### src/design/sifhCfg.svh
/*
 * Widths and frame geometry of the two-pass peak finder
 * Timestamp, bin and counter widths, pixel count, samples and acquisitions
 */
`ifndef SIFH_CFG_SVH
`define SIFH_CFG_SVH

// ********************
// Word widths
// ********************
// Timestamp width
`define SIFH_NP 8
// Bin index width, 16 bins per pixel
`define SIFH_NB 4
`define SIFH_BINS (1 << `SIFH_NB)
// Saturating bin counter
`define SIFH_CNT_W 8

// ********************
// Frame geometry
// ********************
`define SIFH_PIXELS 4
`define SIFH_PIX_W ($clog2(`SIFH_PIXELS))
// Consecutive samples per pixel in one acquisition
`define SIFH_SAMPLES 3
// Acquisitions per frame, 48 samples in total
`define SIFH_ACQS 4

`endif

### src/design/sifhFramePkg.sv
/*
 * Types of the frame position and the pass kind
 * Pixel, sample and acquisition indices, coarse/fine pass enum
 */
`default_nettype none

`include "sifhCfg.svh"

package sifhFramePkg;

    // Position inside the frame
    typedef logic [`SIFH_PIX_W-1:0]            pixelIdx_t;
    typedef logic [$clog2(`SIFH_SAMPLES)-1:0] sampleIdx_t;
    typedef logic [$clog2(`SIFH_ACQS)-1:0]    acqIdx_t;

    // Frames alternate, coarse first after reset
    typedef enum logic {
        PASS_COARSE = 1'b0,
        PASS_FINE   = 1'b1
    } passKind_e;

endpackage

`default_nettype wire

### src/design/sifhSamplePkg.sv
/*
 * Types of one timestamp sample
 * Timestamp, bin index, bin count and the two views of a sample word
 */
`default_nettype none

`include "sifhCfg.svh"

package sifhSamplePkg;

    // Full resolution timestamp
    typedef logic [`SIFH_NP-1:0] stamp_t;

    // Histogram bin address within one pixel
    typedef logic [`SIFH_NB-1:0] binIdx_t;

    // Saturating hit count of one bin
    typedef logic [`SIFH_CNT_W-1:0] binCount_t;

    // Coarse view, top bits pick the coarse bin
    typedef struct packed {
        binIdx_t                      coarseBin;
        logic [`SIFH_NP-`SIFH_NB-1:0] fineRest;
    } sampleSplit_s;

    // Same word, raw or split into coarse/fine fields
    typedef union packed {
        stamp_t       raw;
        sampleSplit_s split;
    } sampleWord_u;

endpackage

`default_nettype wire

### src/design/frameSequencer.sv
/*
 * Frame sequencer
 * Nested sample/pixel/acquisition counters, two-cycle flush,
 * frameDone pulse and pass toggle
 */
`timescale 1ns/1ps
`default_nettype none

`include "sifhCfg.svh"

module frameSequencer (
    input  logic                     clk,
    input  logic                     combin_res,
    input  logic                     wrEn,
    output logic                     accept,
    output sifhFramePkg::pixelIdx_t  pixel,
    output sifhFramePkg::passKind_e  pass,
    output logic                     frameDone
);
    import sifhFramePkg::*;

    sampleIdx_t sampleCnt;
    pixelIdx_t  pixelCnt;
    acqIdx_t    acqCnt;
    logic [1:0] flushSr;
    logic       lastSample;

    // Strobes ignored during flush and frameDone
    assign accept = wrEn && !(|flushSr) && !frameDone;
    assign pixel  = pixelCnt;

    assign lastSample = (sampleCnt == sampleIdx_t'(`SIFH_SAMPLES - 1))
                     && (pixelCnt == pixelIdx_t'(`SIFH_PIXELS - 1))
                     && (acqCnt == acqIdx_t'(`SIFH_ACQS - 1));

    // ********************
    // Position counters
    // ********************
    always_ff @(posedge clk or negedge combin_res) begin
        if (!combin_res) begin
            sampleCnt <= '0;
            pixelCnt  <= '0;
            acqCnt    <= '0;
        end else if (accept) begin
            if (sampleCnt != sampleIdx_t'(`SIFH_SAMPLES - 1)) begin
                sampleCnt <= sampleCnt + 1'b1;
            end else begin
                sampleCnt <= '0;
                // Next pixel, then next acquisition
                if (pixelCnt != pixelIdx_t'(`SIFH_PIXELS - 1)) begin
                    pixelCnt <= pixelCnt + 1'b1;
                end else begin
                    pixelCnt <= '0;
                    if (acqCnt != acqIdx_t'(`SIFH_ACQS - 1)) begin
                        acqCnt <= acqCnt + 1'b1;
                    end else begin
                        acqCnt <= '0;
                    end
                end
            end
        end
    end

    // ********************
    // Flush and pass
    // ********************
    always_ff @(posedge clk or negedge combin_res) begin
        if (!combin_res) begin
            flushSr   <= '0;
            frameDone <= 1'b0;
            pass      <= PASS_COARSE;
        end else begin
            // Two stages after the last sample, then frameDone
            flushSr   <= {flushSr[0], accept && lastSample};
            frameDone <= flushSr[1];
            if (frameDone) begin
                pass <= (pass == PASS_COARSE) ? PASS_FINE : PASS_COARSE;
            end
        end
    end

endmodule

`default_nettype wire

### src/design/histPeakTracker.sv
/*
 * Histogram and peak tracker
 * Lazy-cleared saturating bin counts, increment stage, running
 * per-pixel maximum and result capture after the fine pass
 */
`timescale 1ns/1ps
`default_nettype none

`include "sifhCfg.svh"

module histPeakTracker (
    input  logic                                         clk,
    input  logic                                         combin_res,
    input  logic                                         accept,
    input  logic                                         binValid,
    input  sifhSamplePkg::binIdx_t                       bin,
    input  sifhFramePkg::pixelIdx_t                      pixel,
    input  sifhFramePkg::passKind_e                      pass,
    input  logic                                         frameDone,
    input  sifhSamplePkg::stamp_t [`SIFH_PIXELS-1:0]     windowBase,
    output sifhSamplePkg::binIdx_t [`SIFH_PIXELS-1:0]    peakBin,
    output logic [`SIFH_PIXELS*`SIFH_NP-1:0]             result,
    output logic                                         resultValid
);
    import sifhSamplePkg::*;
    import sifhFramePkg::*;

    localparam int DEPTH = `SIFH_PIXELS * `SIFH_BINS;

    binCount_t                         histMem [0:DEPTH-1];
    logic [DEPTH-1:0]                  entryValid;
    logic [`SIFH_PIX_W+`SIFH_NB-1:0]   addr;
    logic                              writeEn;
    binCount_t                         curCount;
    binCount_t                         nextCount;

    // Increment stage
    logic                              incValid;
    binCount_t                         incCount;
    binIdx_t                           incBin;
    pixelIdx_t                         incPixel;

    // Running maximum per pixel
    binCount_t [`SIFH_PIXELS-1:0]      maxCount;
    logic                              fineDone;

    // ********************
    // Histogram store
    // ********************
    // One block of bins per pixel
    assign addr    = {pixel, bin};
    assign writeEn = accept && binValid;

    // Entry without valid bit reads as empty
    assign curCount  = entryValid[addr] ? histMem[addr] : '0;
    // Saturate at full scale
    assign nextCount = (curCount == '1) ? curCount : binCount_t'(curCount + 1'b1);

    always_ff @(posedge clk) begin
        if (writeEn) begin
            histMem[addr] <= nextCount;
        end
    end

    always_ff @(posedge clk or negedge combin_res) begin
        if (!combin_res) begin
            entryValid <= '0;
        end else if (frameDone) begin
            // Lazy clear, counts stay but read as zero
            entryValid <= '0;
        end else if (writeEn) begin
            entryValid[addr] <= 1'b1;
        end
    end

    // ********************
    // Peak tracking
    // ********************
    always_ff @(posedge clk or negedge combin_res) begin
        if (!combin_res) begin
            incValid <= 1'b0;
        end else begin
            incValid <= writeEn;
        end
    end

    always_ff @(posedge clk) begin
        if (writeEn) begin
            incCount <= nextCount;
            incBin   <= bin;
            incPixel <= pixel;
        end
    end

    always_ff @(posedge clk or negedge combin_res) begin
        if (!combin_res) begin
            maxCount <= '0;
            peakBin  <= '0;
        end else if (frameDone) begin
            maxCount <= '0;
            peakBin  <= '0;
        end else if (incValid && (incCount > maxCount[incPixel])) begin
            // Strictly greater, first bin to reach a count keeps it
            maxCount[incPixel] <= incCount;
            peakBin[incPixel]  <= incBin;
        end
    end

    // ********************
    // Result capture
    // ********************
    assign fineDone = frameDone && (pass == PASS_FINE);

    always_ff @(posedge clk or negedge combin_res) begin
        if (!combin_res) begin
            result      <= '0;
            resultValid <= 1'b0;
        end else begin
            resultValid <= fineDone;
            if (fineDone) begin
                // Fine peak plus window low edge, pixel 0 lowest
                for (int p = 0; p < `SIFH_PIXELS; p++) begin
                    result[p*`SIFH_NP +: `SIFH_NP] <= stamp_t'(peakBin[p]) + windowBase[p];
                end
            end
        end
    end

endmodule

`default_nettype wire

### src/design/sampleFilter.sv
/*
 * Sample filter
 * Maps a timestamp to a bin index, coarse by top bits or fine
 * relative to the pixel window, with a drop flag
 */
`timescale 1ns/1ps
`default_nettype none

module sampleFilter (
    input  sifhSamplePkg::stamp_t    data,
    input  sifhFramePkg::passKind_e  pass,
    input  sifhSamplePkg::stamp_t    windowLow,
    input  sifhSamplePkg::stamp_t    windowHigh,
    output logic                     binValid,
    output sifhSamplePkg::binIdx_t   bin
);
    import sifhSamplePkg::*;
    import sifhFramePkg::*;

    sampleWord_u word;
    stamp_t      offset;
    logic        inWindow;

    assign word = sampleWord_u'(data);

    // Fine bin is the distance from the window low edge
    assign inWindow = (word.raw >= windowLow) && (word.raw <= windowHigh);
    assign offset   = word.raw - windowLow;

    always_comb begin
        if (pass == PASS_COARSE) begin
            // Every sample counts in the coarse pass
            bin      = word.split.coarseBin;
            binValid = 1'b1;
        end else begin
            // Outside the window is dropped
            bin      = binIdx_t'(offset);
            binValid = inWindow;
        end
    end

endmodule

`default_nettype wire

### src/design/sifhTop.sv
/*
 * Two-pass peak finder top level
 * Sequencer, sample filter, window registers and histogram tracker
 */
`timescale 1ns/1ps
`default_nettype none

`include "sifhCfg.svh"

module sifhTop (
    input  logic                              clk,
    input  logic                              combin_res,
    input  logic                              wrEn,
    input  sifhSamplePkg::stamp_t             data,
    output logic [`SIFH_PIXELS*`SIFH_NP-1:0]  result,
    output logic                              resultValid,
    output logic                              coarsePass
);
    import sifhSamplePkg::*;
    import sifhFramePkg::*;

    // Sequencer outputs
    logic                          accept;
    pixelIdx_t                     pixel;
    passKind_e                     pass;
    logic                          frameDone;

    // Filter outputs
    logic                          binValid;
    binIdx_t                       bin;

    // Window and peak state
    stamp_t                        windowLow;
    stamp_t                        windowHigh;
    stamp_t [`SIFH_PIXELS-1:0]     windowBase;
    binIdx_t [`SIFH_PIXELS-1:0]    peakBin;

    assign coarsePass = (pass == PASS_COARSE);

    frameSequencer u_frameSequencer (
        .clk        (clk),
        .combin_res (combin_res),
        .wrEn       (wrEn),
        .accept     (accept),
        .pixel      (pixel),
        .pass       (pass),
        .frameDone  (frameDone)
    );

    sampleFilter u_sampleFilter (
        .data       (data),
        .pass       (pass),
        .windowLow  (windowLow),
        .windowHigh (windowHigh),
        .binValid   (binValid),
        .bin        (bin)
    );

    windowRegs u_windowRegs (
        .clk        (clk),
        .combin_res (combin_res),
        .frameDone  (frameDone),
        .pass       (pass),
        .peakBin    (peakBin),
        .pixel      (pixel),
        .windowLow  (windowLow),
        .windowHigh (windowHigh),
        .windowBase (windowBase)
    );

    histPeakTracker u_histPeakTracker (
        .clk         (clk),
        .combin_res  (combin_res),
        .accept      (accept),
        .binValid    (binValid),
        .bin         (bin),
        .pixel       (pixel),
        .pass        (pass),
        .frameDone   (frameDone),
        .windowBase  (windowBase),
        .peakBin     (peakBin),
        .result      (result),
        .resultValid (resultValid)
    );

endmodule

`default_nettype wire

### src/design/windowRegs.sv
/*
 * Per-pixel window registers
 * Clamped window low edge from the coarse peak, loaded at frame end,
 * and the window of the current pixel for the sample filter
 */
`timescale 1ns/1ps
`default_nettype none

`include "sifhCfg.svh"

module windowRegs (
    input  logic                                        clk,
    input  logic                                        combin_res,
    input  logic                                        frameDone,
    input  sifhFramePkg::passKind_e                     pass,
    input  sifhSamplePkg::binIdx_t [`SIFH_PIXELS-1:0]   peakBin,
    input  sifhFramePkg::pixelIdx_t                     pixel,
    output sifhSamplePkg::stamp_t                       windowLow,
    output sifhSamplePkg::stamp_t                       windowHigh,
    output sifhSamplePkg::stamp_t [`SIFH_PIXELS-1:0]    windowBase
);
    import sifhSamplePkg::*;
    import sifhFramePkg::*;

    // Half the window width
    localparam stamp_t HALF_WIDTH = stamp_t'(2 ** (`SIFH_NB - 1));
    // Highest low edge that keeps the window in range
    localparam stamp_t LOW_LIMIT  = stamp_t'(2 ** `SIFH_NP - 2 ** `SIFH_NB);
    // High edge offset, width minus one
    localparam stamp_t SPAN       = stamp_t'(2 ** `SIFH_NB - 1);

    // Low edge of the window centred on a coarse bin
    function automatic stamp_t clampLow(input binIdx_t peak);
        stamp_t centre;
        centre = {peak, {(`SIFH_NP - `SIFH_NB){1'b0}}};
        // Clamp at the bottom
        if (centre < HALF_WIDTH) begin
            return '0;
        end
        // Clamp at the top
        if (centre - HALF_WIDTH > LOW_LIMIT) begin
            return LOW_LIMIT;
        end
        return centre - HALF_WIDTH;
    endfunction

    // ********************
    // Window store
    // ********************
    always_ff @(posedge clk or negedge combin_res) begin
        if (!combin_res) begin
            windowBase <= '0;
        end else if (frameDone && (pass == PASS_COARSE)) begin
            // Coarse peaks ready, set up the fine pass
            for (int p = 0; p < `SIFH_PIXELS; p++) begin
                windowBase[p] <= clampLow(peakBin[p]);
            end
        end
    end

    // Window of the pixel now receiving samples
    assign windowLow  = windowBase[pixel];
    assign windowHigh = windowLow + SPAN;

endmodule

`default_nettype wire

### config.mk
export PLATFORM = sky130hd
export DESIGN_NAME = sifhTop
export DESIGN_NICKNAME = d
export VERILOG_FILES = /design/src/design/sifhFramePkg.sv /design/src/design/sifhSamplePkg.sv /design/src/design/frameSequencer.sv /design/src/design/histPeakTracker.sv /design/src/design/sampleFilter.sv /design/src/design/sifhTop.sv /design/src/design/windowRegs.sv
export VERILOG_INCLUDE_DIRS = /design/src /design/src/design
export SDC_FILE = /design/constraint.sdc
export NUM_CORES = 1
export LEC_CHECK = 0
export ABC_AREA = 1
export BUFFER_PORTS_ARGS = -buffer_cell sky130_fd_sc_hd__clkbuf_2
export CORE_AREA = 2 2 284 286
export DETAILED_ROUTE_END_ITERATION = 10
export DIE_AREA = 0 0 286 288
export PLACE_DENSITY = 0.64
export SLEW_MARGIN = 20
export SYNTH_ARGS = -nofsm -noshare
export SYNTH_HDL_FRONTEND = slang
export SYNTH_SLANG_ARGS = --single-unit
### constraint.sdc
create_clock -name clk -period 4.35 [get_ports clk]
set_input_delay 0.87 -clock clk [delete_from_list [all_inputs] [get_ports clk]]
set_output_delay 0.87 -clock clk [all_outputs]
set_load 0.02 [all_outputs]
==> results_dict.tcl, run 1 <==
set metrics [dict create \
    status "finished clean" \
    die_h_um 288 \
    overflow 0 \
    p_switching_mw 11.1 \
    yosys.area.top_type "edfxtp_1" \
    tritoncts "built" \
    yosysMostFrequentCell "nand2_1" \
    initialDrtViolationCount 2372 \
    period_share_pct 93.3 \
    final_net_count 3326 \
    p_per_area_nw_per_um2 772 \
    grt_start_max_net_pins 95 \
    syn_inst 3154 \
    r2r_end "u_histPeakTracker.histMem[59][6]" \
    ys_warn_count 0 \
    crit_path_frequent_cell "nand2_1" \
    grt_pass1_vias 21900 \
    finalSetupViolCount 0 \
    fmax_mhz 246 \
    clock_power_share_pct 21.1 \
    cp_top_family "simple AND/OR/NAND/NOR gates" \
    p_leak_nw 14.9 \
    insertion_delay_ns 0.62 \
    netlist_area_um2 31400 \
    drive_gt1_share_pct 10.2 \
    rsz0062_at_grt "false" \
    crit_required_ns 4.68 \
    routed_wl_um 84300 \
    placedCellCount 4262 \
    share_comb_of_total_power_pct 40.7 \
    root_buffer "clkbuf_16" \
    cts_hold_buf 0 \
    synthFlopType "edfxtp_1" \
    ioPinCount 45 \
    antennaDiodeCount 0 \
    r2r_start "u_frameSequencer.pixel[0]" \
    globalplace.congestion 0.891 \
    internal_power_mw 16.6 \
    final-max-slew-violation-count 0 \
    fin_skew_ns 0.0282 \
    maxCapViolCount 0 \
    post-route-min-period_ns 4.06 \
    startpoint_type "register" \
    synth_area_per_cell_um2 9.95 \
    cts-htree-levels 3 \
    dieArea_um2 82400 \
    vias_per_cell 5.25 \
    setup_tns_ns 0 \
    worst-path-buf-inv 4 \
    regToRegSetupSlack_ns 0.29 \
    clock_sinks 702 \
    crit_chain "buf_4 > nor2_1 > inv_1 > a32oi_1 > ha_1 > nand4_1 > xnor2_1 > ha_1 > nand4_1 > nor4_1 > nand2_1 > nand2_1 > o21ai_1 > a21oi_4 > buf_12 > nand2_1 > nor2_1 > buf_4" \
    crit_fanout 18 \
    hold_viol_final 0 \
    dpl.hpwl_um 51900 \
    arrival_ns 4.39 \
    syn2layout_area_growth_pct 14.3 \
    synthTopCellsByCount "nand2_1, edfxtp_1, nor2_1" \
    peakVddDrop_v 0.000925 \
    drtPass1Iterations 6 \
    drt-wirelength-per-cell_um 19.2 \
    synth-seq-cells 702 \
    hold_ws_ns 0.332 \
    numPortBuffers 44 \
    synth_edf_count 526 \
    async_flop_share_pct 25.1 \
    syn-num-nets 3203 \
    synth.top_cells.by_area "edfxtp_1, dfrtp_1, nand2_1" \
    slew_headroom_pct 29.0 \
    grt_usage_pct 20.4 \
    hold_class "in2async" \
    start_util_pct 39.4 \
    r2r_cells 18 \
    fp-row-count 104 \
    worst-slew-pin-transition_ns 1.07 \
    antenna_found_initial 1 \
    power_frac_seq_pct 38.2 \
    grt_pass1_wl_um 130000 \
    cts_made_buffers 72 \
    coreArea_um2 79600 \
    cp.depth 18 \
    cp_slowest_cell "dfrtp_1" \
    drcViolationCount 0 \
    worst_setup_path_end_kind "register" \
    clk_transition_reported_paths_ns 0.06 \
    seq_area_frac_synth_pct 64.4 \
    antenna_left 0 \
    timing.final.ws_setup_ns 0.292 \
    worstSetupPathType "reg2reg" \
    synth_top_area_share_pct 50.3 \
    max_stage_delay_ns 0.41 \
    fin_cells 4392 \
    swShare_pct 40.1 \
    synth.distinct_cells 46 \
    vias 23000 \
    dp_slack_ns 0.0936 \
    clock_path_buffers 3 \
    p_total_mw 27.7 \
    dieWidth_um 286 \
]
-- flip-flops by register name, summed over array words and instances, names as in the netlist --
register / cells
u_histPeakTracker.incPixel: 2
u_histPeakTracker.incBin: 4
u_frameSequencer.frameDone: 1
u_windowRegs.windowBase: 20
u_histPeakTracker.result: 32
u_histPeakTracker.peakBin: 16
u_histPeakTracker.incCount: 8
u_frameSequencer.pass: 1
u_histPeakTracker.maxCount: 32
u_frameSequencer.pixel: 2
u_histPeakTracker.incValid: 1
u_frameSequencer.flushSr: 2
u_frameSequencer.sampleCnt: 2
u_histPeakTracker.histMem: 512
u_histPeakTracker.resultValid: 1
u_frameSequencer.acqCnt: 2
u_histPeakTracker.entryValid: 64
-- per-stage QoR --
| stage | area (um2) | utilization, % |
|---|---|---|
| floorplan | 31400 | - |
| detailed placement | 33700 | 42.3 |
| global route | 35900 | 45.0 |
| global placement | 33700 | 42.3 |
| CTS | 35800 | 45.0 |
| finish | 35900 | 45.0 |
-- final cells by class --
| type | instances | area, um2 |
|---|---|---|
| Clock inverter | 33 | 186 |
| Sequential cell | 702 | 20200 |
| Fill cell | 7419 | 43800 |
| Multi-Input combinational cell | 2058 | 9450 |
| Tap cell | 1060 | 1330 |
| Clock buffer | 96 | 2010 |
| Inverter | 234 | 882 |
| Timing Repair Buffer | 209 | 1810 |
-- what timing repair did --
action | CTS | global route
resized for setup | 0 | 4
setup endpoints to repair | 0 | 528
buffers inserted | 0 | 1
endpoints found under the hold margin | 0 | 0
-- worst max-delay path by stage --
| stage | from | endpoint | slack, ns |
|---|---|---|---|
| after CTS | u_frameSequencer.pixel[0] | u_histPeakTracker.histMem[44][0] | 0.15 |
| final | u_frameSequencer.pixel[0] | u_histPeakTracker.histMem[59][6] | 0.29 |
| after global placement | data[3] | u_histPeakTracker.histMem[44][0] | 0.19 |
| after detailed placement | data[3] | u_histPeakTracker.histMem[44][0] | 0.09 |
| after global routing | u_frameSequencer.pixel[0] | u_histPeakTracker.histMem[30][3] | 0.03 |
| after floorplan | u_frameSequencer.pixel[0] | u_histPeakTracker.histMem[0][5] | -0.07 |
-- kinds of logic after synthesis --
| kind of cell | Yosys count | share of synthesized area [%] |
|---|---|---|
| and+or+nand+nor | 1646 | 21.4 |
| DFF | 702 | 64.4 |
| buffers and inverters | 394 | 5.74 |
| AOI/OAI and AO/OA | 356 | 6.46 |
| adders and majority gates | 38 | 1.51 |
| xor gates and xnor gates | 18 | 0.502 |
-- worst reg2reg max path, cell delays in order (launching register included) --
cell	delay [ns]
dfrtp_1	0.41
buf_4	0.20
nor2_1	0.12
inv_1	0.05
a32oi_1	0.32
ha_1	0.26
nand4_1	0.11
xnor2_1	0.16
ha_1	0.32
nand4_1	0.11
nor4_1	0.17
nand2_1	0.07
nand2_1	0.07
o21ai_1	0.13
a21oi_4	0.18
buf_12	0.19
nand2_1	0.29
nor2_1	0.41
buf_4	0.22
-- routing by layer --
layer	share of wire, %	GRT usage, %	up-vias	routed length, um
met5	0	0	-	0
met4	2.8	6.39	0	2380
met3	7.6	2.82	172	6390
met2	47	33.0	977	39400
met1	43	28.6	11100	36100
li1	-	-	10800	-
-- power groups by stage --
stage	registers [mW]	clock network, mW	logic [mW]
2_1_floorplan	10.7	0	6.38
3_3_place_gp	10.7	0	11.1
6_report	10.6	5.84	11.3
3_5_place_dp	10.7	0	11.2
5_1_grt	10.7	6.18	12.3
4_1_cts	10.6	5.92	11.2
-- cell usage in the layout (no fill, tap or decap), drive strengths merged, types with 4 or more instances in the layout --
| master | instances |
|---|---|
| nand2 | 1005 |
| edfxtp | 526 |
| nor2 | 333 |
| nand3 | 277 |
| inv | 232 |
| o21ai | 214 |
| dfrtp | 176 |
| buf | 166 |
| clkbuf | 139 |
| o211ai | 51 |
| o22ai | 44 |
| ha | 38 |
| clkinv | 32 |
| a21oi | 29 |
| nand4 | 20 |
| xor2 | 14 |
| a221oi | 7 |
| nand3b | 6 |
| xnor2 | 4 |
No activity file was read; power rests on OpenSTA's default activity.
==> inputs of run 2 (changes only) <==
--- a/config.mk
+++ b/config.mk
@@ -6,11 +6,12 @@
 export SDC_FILE = /design/constraint.sdc
 export NUM_CORES = 1
 export LEC_CHECK = 0
-export ABC_AREA = 1
+export ABC_AREA = 0
 export BUFFER_PORTS_ARGS = -buffer_cell sky130_fd_sc_hd__clkbuf_2
-export CORE_AREA = 2 2 284 286
+export CORE_AREA = 2 2 275 277
 export DETAILED_ROUTE_END_ITERATION = 10
-export DIE_AREA = 0 0 286 288
+export DIE_AREA = 0 0 277 279
+export GPL_ROUTABILITY_DRIVEN = 1
 export PLACE_DENSITY = 0.64
 export SLEW_MARGIN = 20
 export SYNTH_ARGS = -nofsm -noshare
==> run 2 against run 1 <==
- sequential share of layout area decreased by 0.58 points
- global-route usage increased by 3.8 points
- largest cell class unchanged
- synthesized cell count decreased by 33%
- total power is 19% lower
- cell area rose by 1.1%
- highest routed layer unchanged
- die area is 6.2% lower
- combinational power fell by 44%
==> results_dict.tcl, run 2 <==
set metrics [dict create \
    status "finished clean" \
    clock_sinks 702 \
    crit_fanout 49 \
    top_register "u_histPeakTracker.histMem" \
    yosysMostFrequentCell "edfxtp_1" \
    worstSetupPathType "in2reg" \
    fmax_mhz 233 \
    yosys.area.top_type "edfxtp_1" \
    worst-path-buf-inv 5 \
    clk_transition_reported_paths_ns 0.06 \
    cts_made_buffers 76 \
    largest_reg_flops 512 \
    initialDrtViolationCount 2701 \
    ioPinCount 45 \
    timing.final.ws_setup_ns 0.0551 \
    drtPass1Iterations 7 \
    numPortBuffers 44 \
    dp_slack_ns -0.598 \
    vias 20900 \
    p_leak_nw 13.6 \
    crit_start "data[5]" \
    fin_cells 3490 \
    syn_inst 2112 \
    final_cell_area_um2 36200 \
    globalplace.congestion 0.925 \
    top_regs "u_histPeakTracker.histMem (512), u_histPeakTracker.entryValid (64)" \
    synth_area_per_cell_um2 13.9 \
    p_per_area_nw_per_um2 618 \
    antennaDiodeCount 0 \
    ys_warn_count 0 \
    startpoint_type "primary input" \
    dpl_cell_area_um2 33600 \
    dieWidth_um 277 \
    dieArea_um2 77300 \
    fin_skew_ns 0.0266 \
    r2r_start "u_windowRegs.windowBase[3]" \
    grt_pass1_wl_um 138000 \
    coreArea_um2 74100 \
    tritoncts "built" \
    crit_chain "clkbuf_2 > or2b_1 > buf_4 > o21ai_1 > a31oi_1 > a311oi_1 > o32ai_2 > a211oi_4 > nor2_1 > ha_4 > inv_2 > nor2_4 > buf_4 > a21oi_1 > nor3_4 > buf_12" \
    max_stage_delay_ns 0.62 \
    synth-seq-cells 702 \
    root_buffer "clkbuf_16" \
    crit_path_frequent_cell "buf_4" \
    hold_class "in2async" \
    final_cell_mix "edfxtp_1, buf_4, o22ai_1" \
    slew_headroom_pct 27.3 \
    grt_usage_pct 24.2 \
    grt_pass1_vias 20200 \
    hold_viol_final 0 \
    synth_edf_count 526 \
    placedCellCount 3343 \
    synth.top_cells.by_area "edfxtp_1, dfrtp_1, o22ai_1" \
    cp_slowest_cell "o21ai_1" \
    routed_wl_um 95500 \
    clock_path_buffers 3 \
    final_net_count 2512 \
    drive_gt1_share_pct 25.5 \
    arrival_ns 4.63 \
    insertion_delay_ns 0.64 \
    cts-htree-levels 3 \
    peakVddDrop_v 0.000529 \
    seq_area_frac_synth_pct 68.7 \
    finalSetupViolCount 0 \
    start_util_pct 39.7 \
    crit_required_ns 4.68 \
    die_h_um 279 \
    overflow 0 \
    async_flop_share_pct 25.1 \
    synth_top_area_share_pct 53.7 \
    nFillCells 6326 \
    period_share_pct 98.7 \
    antenna_left 0 \
    dpl.hpwl_um 63400 \
    grt_start_max_net_pins 111 \
    layout_commonest_cell "edfxtp_1" \
    drt-wirelength-per-cell_um 27.4 \
    synthTopCellsByCount "edfxtp_1, o22ai_1, dfrtp_1, nor2_1, nand2_1" \
    synthFlopType "edfxtp_1" \
    worst_setup_path_end_kind "register" \
    post-route-min-period_ns 4.29 \
    hold_ws_ns 0.324 \
    netlist_area_um2 29400 \
    syn-num-nets 2161 \
    final-max-slew-violation-count 0 \
    cp_top_family "compound AO/OA/AOI/OAI gates" \
    synth.distinct_cells 95 \
    setup_tns_ns 0 \
    maxCapViolCount 0 \
    fp-row-count 100 \
    drcViolationCount 0 \
    worst-slew-pin-transition_ns 1.09 \
    antenna_found_initial 1 \
    vias_per_cell 6.00 \
    syn2layout_area_growth_pct 23.3 \
]
run 2: cell count changes in the layout (fill, tap and decap cells not counted), moves of 41 or more:
cell      change
mux2i_1      +63
nand2_1     -877
inv_1       -133
o22ai_1     +160
nor2_1      -153
buf_4       +177
nand3_1     -248
o21ai_0     -120
o211ai_1     -41
run 2: what timing repair did:
action,in CTS,in global routing
hold buffers,0,0
endpoints found under the hold margin,0,0
cloned,0,6
pin swaps,0,8
setup buffers,0,5
gates resized for setup,5,28
setup endpoints to repair,507,542
run 2: cells by family (layout without fill, tap and decap cells):
logic type,count (synthesis),count (layout),synth area share (%)
simple gates,460,460,7.66
compound gates,518,518,12.3
buf+inv,245,654,3.87
xor+xnor,18,18,0.536
flops,702,702,68.7
fa+ha+maj,38,38,1.62
mux,131,131,5.37
run 2: report_power, final:
group | switching, mW | internal [mW] | total [mW]
clock | 2.68 | 3.61 | 6.29
sequential | 0.339 | 9.41 | 9.75
combinational | 4.06 | 2.31 | 6.37
run 2: cell type report:
cell class / count / area (um2) / area share (%)
clock inverters: 40 / 414 / 1.14
multi-input cells: 1165 / 8310 / 22.9
well taps: 969 / 1210 / 3.34
flip-flops and latches: 702 / 20200 / 55.7
repair buffers: 417 / 3750 / 10.3
clock buffers: 96 / 1980 / 5.45
inverters: 101 / 387 / 1.07
run 2: worst register-to-register path, stage by stage (launching register included):
cell      delay (ns)
dfrtp_1         0.41
mux4_2          0.54
ha_4            0.30
a21o_4          0.16
buf_6           0.26
a31oi_1         0.10
a311oi_1        0.38
o32ai_2         0.17
a211oi_4        0.47
nor2_1          0.16
ha_4            0.20
inv_2           0.08
nor2_4          0.05
buf_4           0.15
a21oi_1         0.25
nor3_4          0.09
buf_12          0.19
run 2: worst paths after layout:
kind	depth (start not counted)	slack, ns	to
max	16	0.06	u_histPeakTracker.histMem[63][6]
max in group asynchronous	2	3.07	u_frameSequencer.frameDone
min in group clk	0	0.38	u_frameSequencer.flushSr[1]
min reg2reg	0	0.38	u_frameSequencer.flushSr[1]
max reg2reg	16	0.06	u_histPeakTracker.histMem[63][6]
min	1	0.32	u_histPeakTracker.result[25]
run 2: metrics by stage:
| step | utilization [%] | total power [mW] |
|---|---|---|
| floorplan | - | 12.6 |
| global placement | 45.3 | 15.5 |
| detailed placement | 45.3 | 15.7 |
| CTS | 48.6 | 22.0 |
| global route | 48.9 | 23.2 |
| finish | 48.9 | 22.4 |
run 2: layer usage:
metal	GRT usage, %	part of all wire (%)	vias up
li1	-	-	8830
met1	32.3	39	10500
met5	0	0	-
met2	37.9	45	1311
met4	9.78	4.3	0
met3	6.14	12	251
==> inputs of run 3 (changes only) <==
--- a/config.mk
+++ b/config.mk
@@ -6,13 +6,15 @@
 export SDC_FILE = /design/constraint.sdc
 export NUM_CORES = 1
 export LEC_CHECK = 0
-export ABC_AREA = 0
+export ABC_AREA = 1
 export BUFFER_PORTS_ARGS = -buffer_cell sky130_fd_sc_hd__clkbuf_2
-export CORE_AREA = 2 2 275 277
+export CELL_PAD_IN_SITES_DETAIL_PLACEMENT = 1
+export CELL_PAD_IN_SITES_GLOBAL_PLACEMENT = 1
+export CORE_AREA = 2 2 284 286
 export DETAILED_ROUTE_END_ITERATION = 10
-export DIE_AREA = 0 0 277 279
+export DIE_AREA = 0 0 286 288
 export GPL_ROUTABILITY_DRIVEN = 1
-export PLACE_DENSITY = 0.64
+export PLACE_DENSITY = 0.76
 export SLEW_MARGIN = 20
 export SYNTH_ARGS = -nofsm -noshare
 export SYNTH_HDL_FRONTEND = slang
==> run 3 against run 2 <==
- global-route usage shrank 1.0 points
- largest power group is now combinational logic
- register-to-register slack gained 0.21 ns
- via count grew 15%
- combinational power grew 95%
- sequential share of layout area shrank 0.41 points
- clock skew shrank 0.0019 ns
- die area grew 6.6%
- highest routed layer is now met5
- wire length shrank 0.58%
- flip-flop and latch count is the same
- fmax grew 5.1%
- utilization shrank 3.1 points
- largest cell class unchanged
- critical path depth grew 6
- critical path type is now reg2reg
==> results_dict.tcl, run 3 (synthesis results as in run 1) <==
set metrics [dict create \
    crit_fanout 31 \
    top_register "u_histPeakTracker.histMem" \
    r2r_start "u_frameSequencer.pixel[1]" \
    die_h_um 288 \
    regArea_um2 20200 \
    drcViolationCount 0 \
    antenna_left 0 \
    cts-htree-levels 3 \
    clock_sinks 702 \
    grt_start_max_net_pins 96 \
    routed_wl_um 95000 \
    maxCapViolCount 0 \
    crit_path_frequent_cell "nand2_1" \
    nFillCells 8937 \
    insertion_delay_ns 0.63 \
    clk_transition_reported_paths_ns 0.06 \
    regToRegSetupSlack_ns 0.26 \
    post-route-min-period_ns 4.09 \
    antennaDiodeCount 0 \
    r2r_end "u_histPeakTracker.histMem[27][2]" \
    timing.final.ws_setup_ns 0.263 \
    grt_pass1_wl_um 147000 \
    drt-wirelength-per-cell_um 21.5 \
    antenna_found_initial 1 \
    numPortBuffers 44 \
    drtPass1Iterations 5 \
    fmax_mhz 245 \
    coreArea_um2 79600 \
    tritoncts "built" \
    cts_setup_buffers 0 \
    dp_slack_ns 0.180 \
    cp_slowest_cell "dfrtp_1" \
    clock_path_buffers 3 \
    fin_util_pct 45.8 \
    top_regs "u_histPeakTracker.histMem (512), u_histPeakTracker.entryValid (64)" \
    multiInputGateArea_um2 9490 \
    crit_required_ns 4.70 \
    fp-row-count 104 \
    slew_headroom_pct 40.3 \
    overflow 0 \
    routed-wl-met2_um 46500 \
    layout_commonest_cell "nand2_1" \
    status "finished clean" \
    wl_met1_um 40300 \
    globalplace.congestion 0.837 \
    finalSetupViolCount 0 \
    worst-slew-pin-transition_ns 0.893 \
    ioPinCount 45 \
    p_per_area_nw_per_um2 811 \
    peakVddDrop_v 0.000802 \
    final_cell_mix "nand2_1, edfxtp_1, nor2_1" \
    dr_wl_met3_um 5010 \
    max_stage_delay_ns 0.44 \
    period_share_pct 94.0 \
    largest_reg_flops 512 \
    root_buffer "clkbuf_16" \
    final-max-slew-violation-count 0 \
    top_layer_used "met5" \
    grt_pass1_vias 24700 \
    fin_skew_ns 0.0247 \
    hold_viol_final 0 \
    drive_gt1_share_pct 11.2 \
    dieWidth_um 286 \
    arrival_ns 4.44 \
    start_util_pct 39.4 \
    worst_setup_path_end_kind "register" \
    dpl.hpwl_um 60000 \
    vias 24000 \
    r2r_cells 22 \
    dieArea_um2 82400 \
    vias_per_cell 5.42 \
    cts_made_buffers 78 \
    syn2layout_area_growth_pct 16.3 \
    initialDrtViolationCount 2124 \
    crit_chain "clkinv_1 > o21ai_0 > o22ai_2 > ha_1 > o21ai_4 > inv_1 > buf_12 > nand2_1 > nor2_1 > nand2_1 > nand3_1 > nand2_1 > nand2_1 > nand2_1 > nor2_1 > ha_1 > nand4_2 > inv_2 > nand2_2 > buf_4 > nand3_2 > buf_12" \
    hold_class "in2async" \
    p_leak_nw 15.2 \
    worstSetupPathType "reg2reg" \
    final_net_count 3346 \
    startpoint_type "register" \
    grt_usage_pct 23.2 \
]
## run 3: worst max-delay path: cells and delay by family, from the launching register on
| kind | cells | cell delay (ns) |
|---|---|---|
| buf+inv | 6 | 0.98 |
| compound gates | 3 | 0.55 |
| flops | 1 | 0.44 |
| simple gates | 11 | 1.20 |
| fa+ha+maj | 2 | 0.60 |
## run 3: power breakdown
| group | switching [mW] | internal, mW |
|---|---|---|
| Clock | 2.74 | 3.93 |
| Combinational | 8.87 | 3.49 |
| Sequential | 0.458 | 10.1 |
| Total | 12.1 | 17.5 |
## run 3: per-layer routing
| metal | global-route usage (%) | vias to the layer above |
|---|---|---|
| li1 | - | 10800 |
| met2 | 39.4 | 724 |
| met4 | 8.36 | 2 |
| met3 | 2.84 | 178 |
| met5 | 0 | - |
| met1 | 30.6 | 12200 |
## run 3: cell type report
cell class,instances,area share [%]
clock inverter,41,1.26
tap,1060,3.63
timing repair buffer,223,5.55
inverter,234,2.42
clock buffer,102,5.82
sequential,702,55.3
multi-input combinational,2058,26.0
## run 3: how the worst max path moves through the flow
stage	startpoint	end	cells after the start	slack (ns)
6_report	u_frameSequencer.pixel[1]	u_histPeakTracker.histMem[27][2]	22	0.26
5_1_grt	u_frameSequencer.pixel[1]	u_histPeakTracker.histMem[26][6]	20	-0.03
4_1_cts	u_frameSequencer.pixel[0]	u_histPeakTracker.histMem[14][5]	18	0.07
3_5_place_dp	u_frameSequencer.pixel[0]	u_histPeakTracker.histMem[14][5]	18	0.18
3_3_place_gp	u_frameSequencer.pixel[0]	u_histPeakTracker.histMem[14][6]	18	0.26
2_1_floorplan	u_frameSequencer.pixel[0]	u_histPeakTracker.histMem[0][5]	21	-0.07
## run 3: through the flow
step / area [um2] / total power, mW / hold WS (ns) / TNS, ns / cells
CTS: 36500 / 29.7 / 0.292 / 0 / 4420
finish: 36500 / 29.6 / 0.250 / 0 / 4420
global placement: 33900 / 22.5 / 0.361 / 0 / 4277
global route: 36500 / 31.1 / 0.302 / -1.62 / 4420
floorplan: 31400 / 17.0 / 0.355 / -21.60 / 3154
detailed placement: 33900 / 22.9 / 0.373 / 0 / 4277
## run 3: timing repair
action / in CTS / in global routing
setup endpoints to repair: 0 / 74
gates resized for setup: 0 / 8
hold buffers: 0 / 0
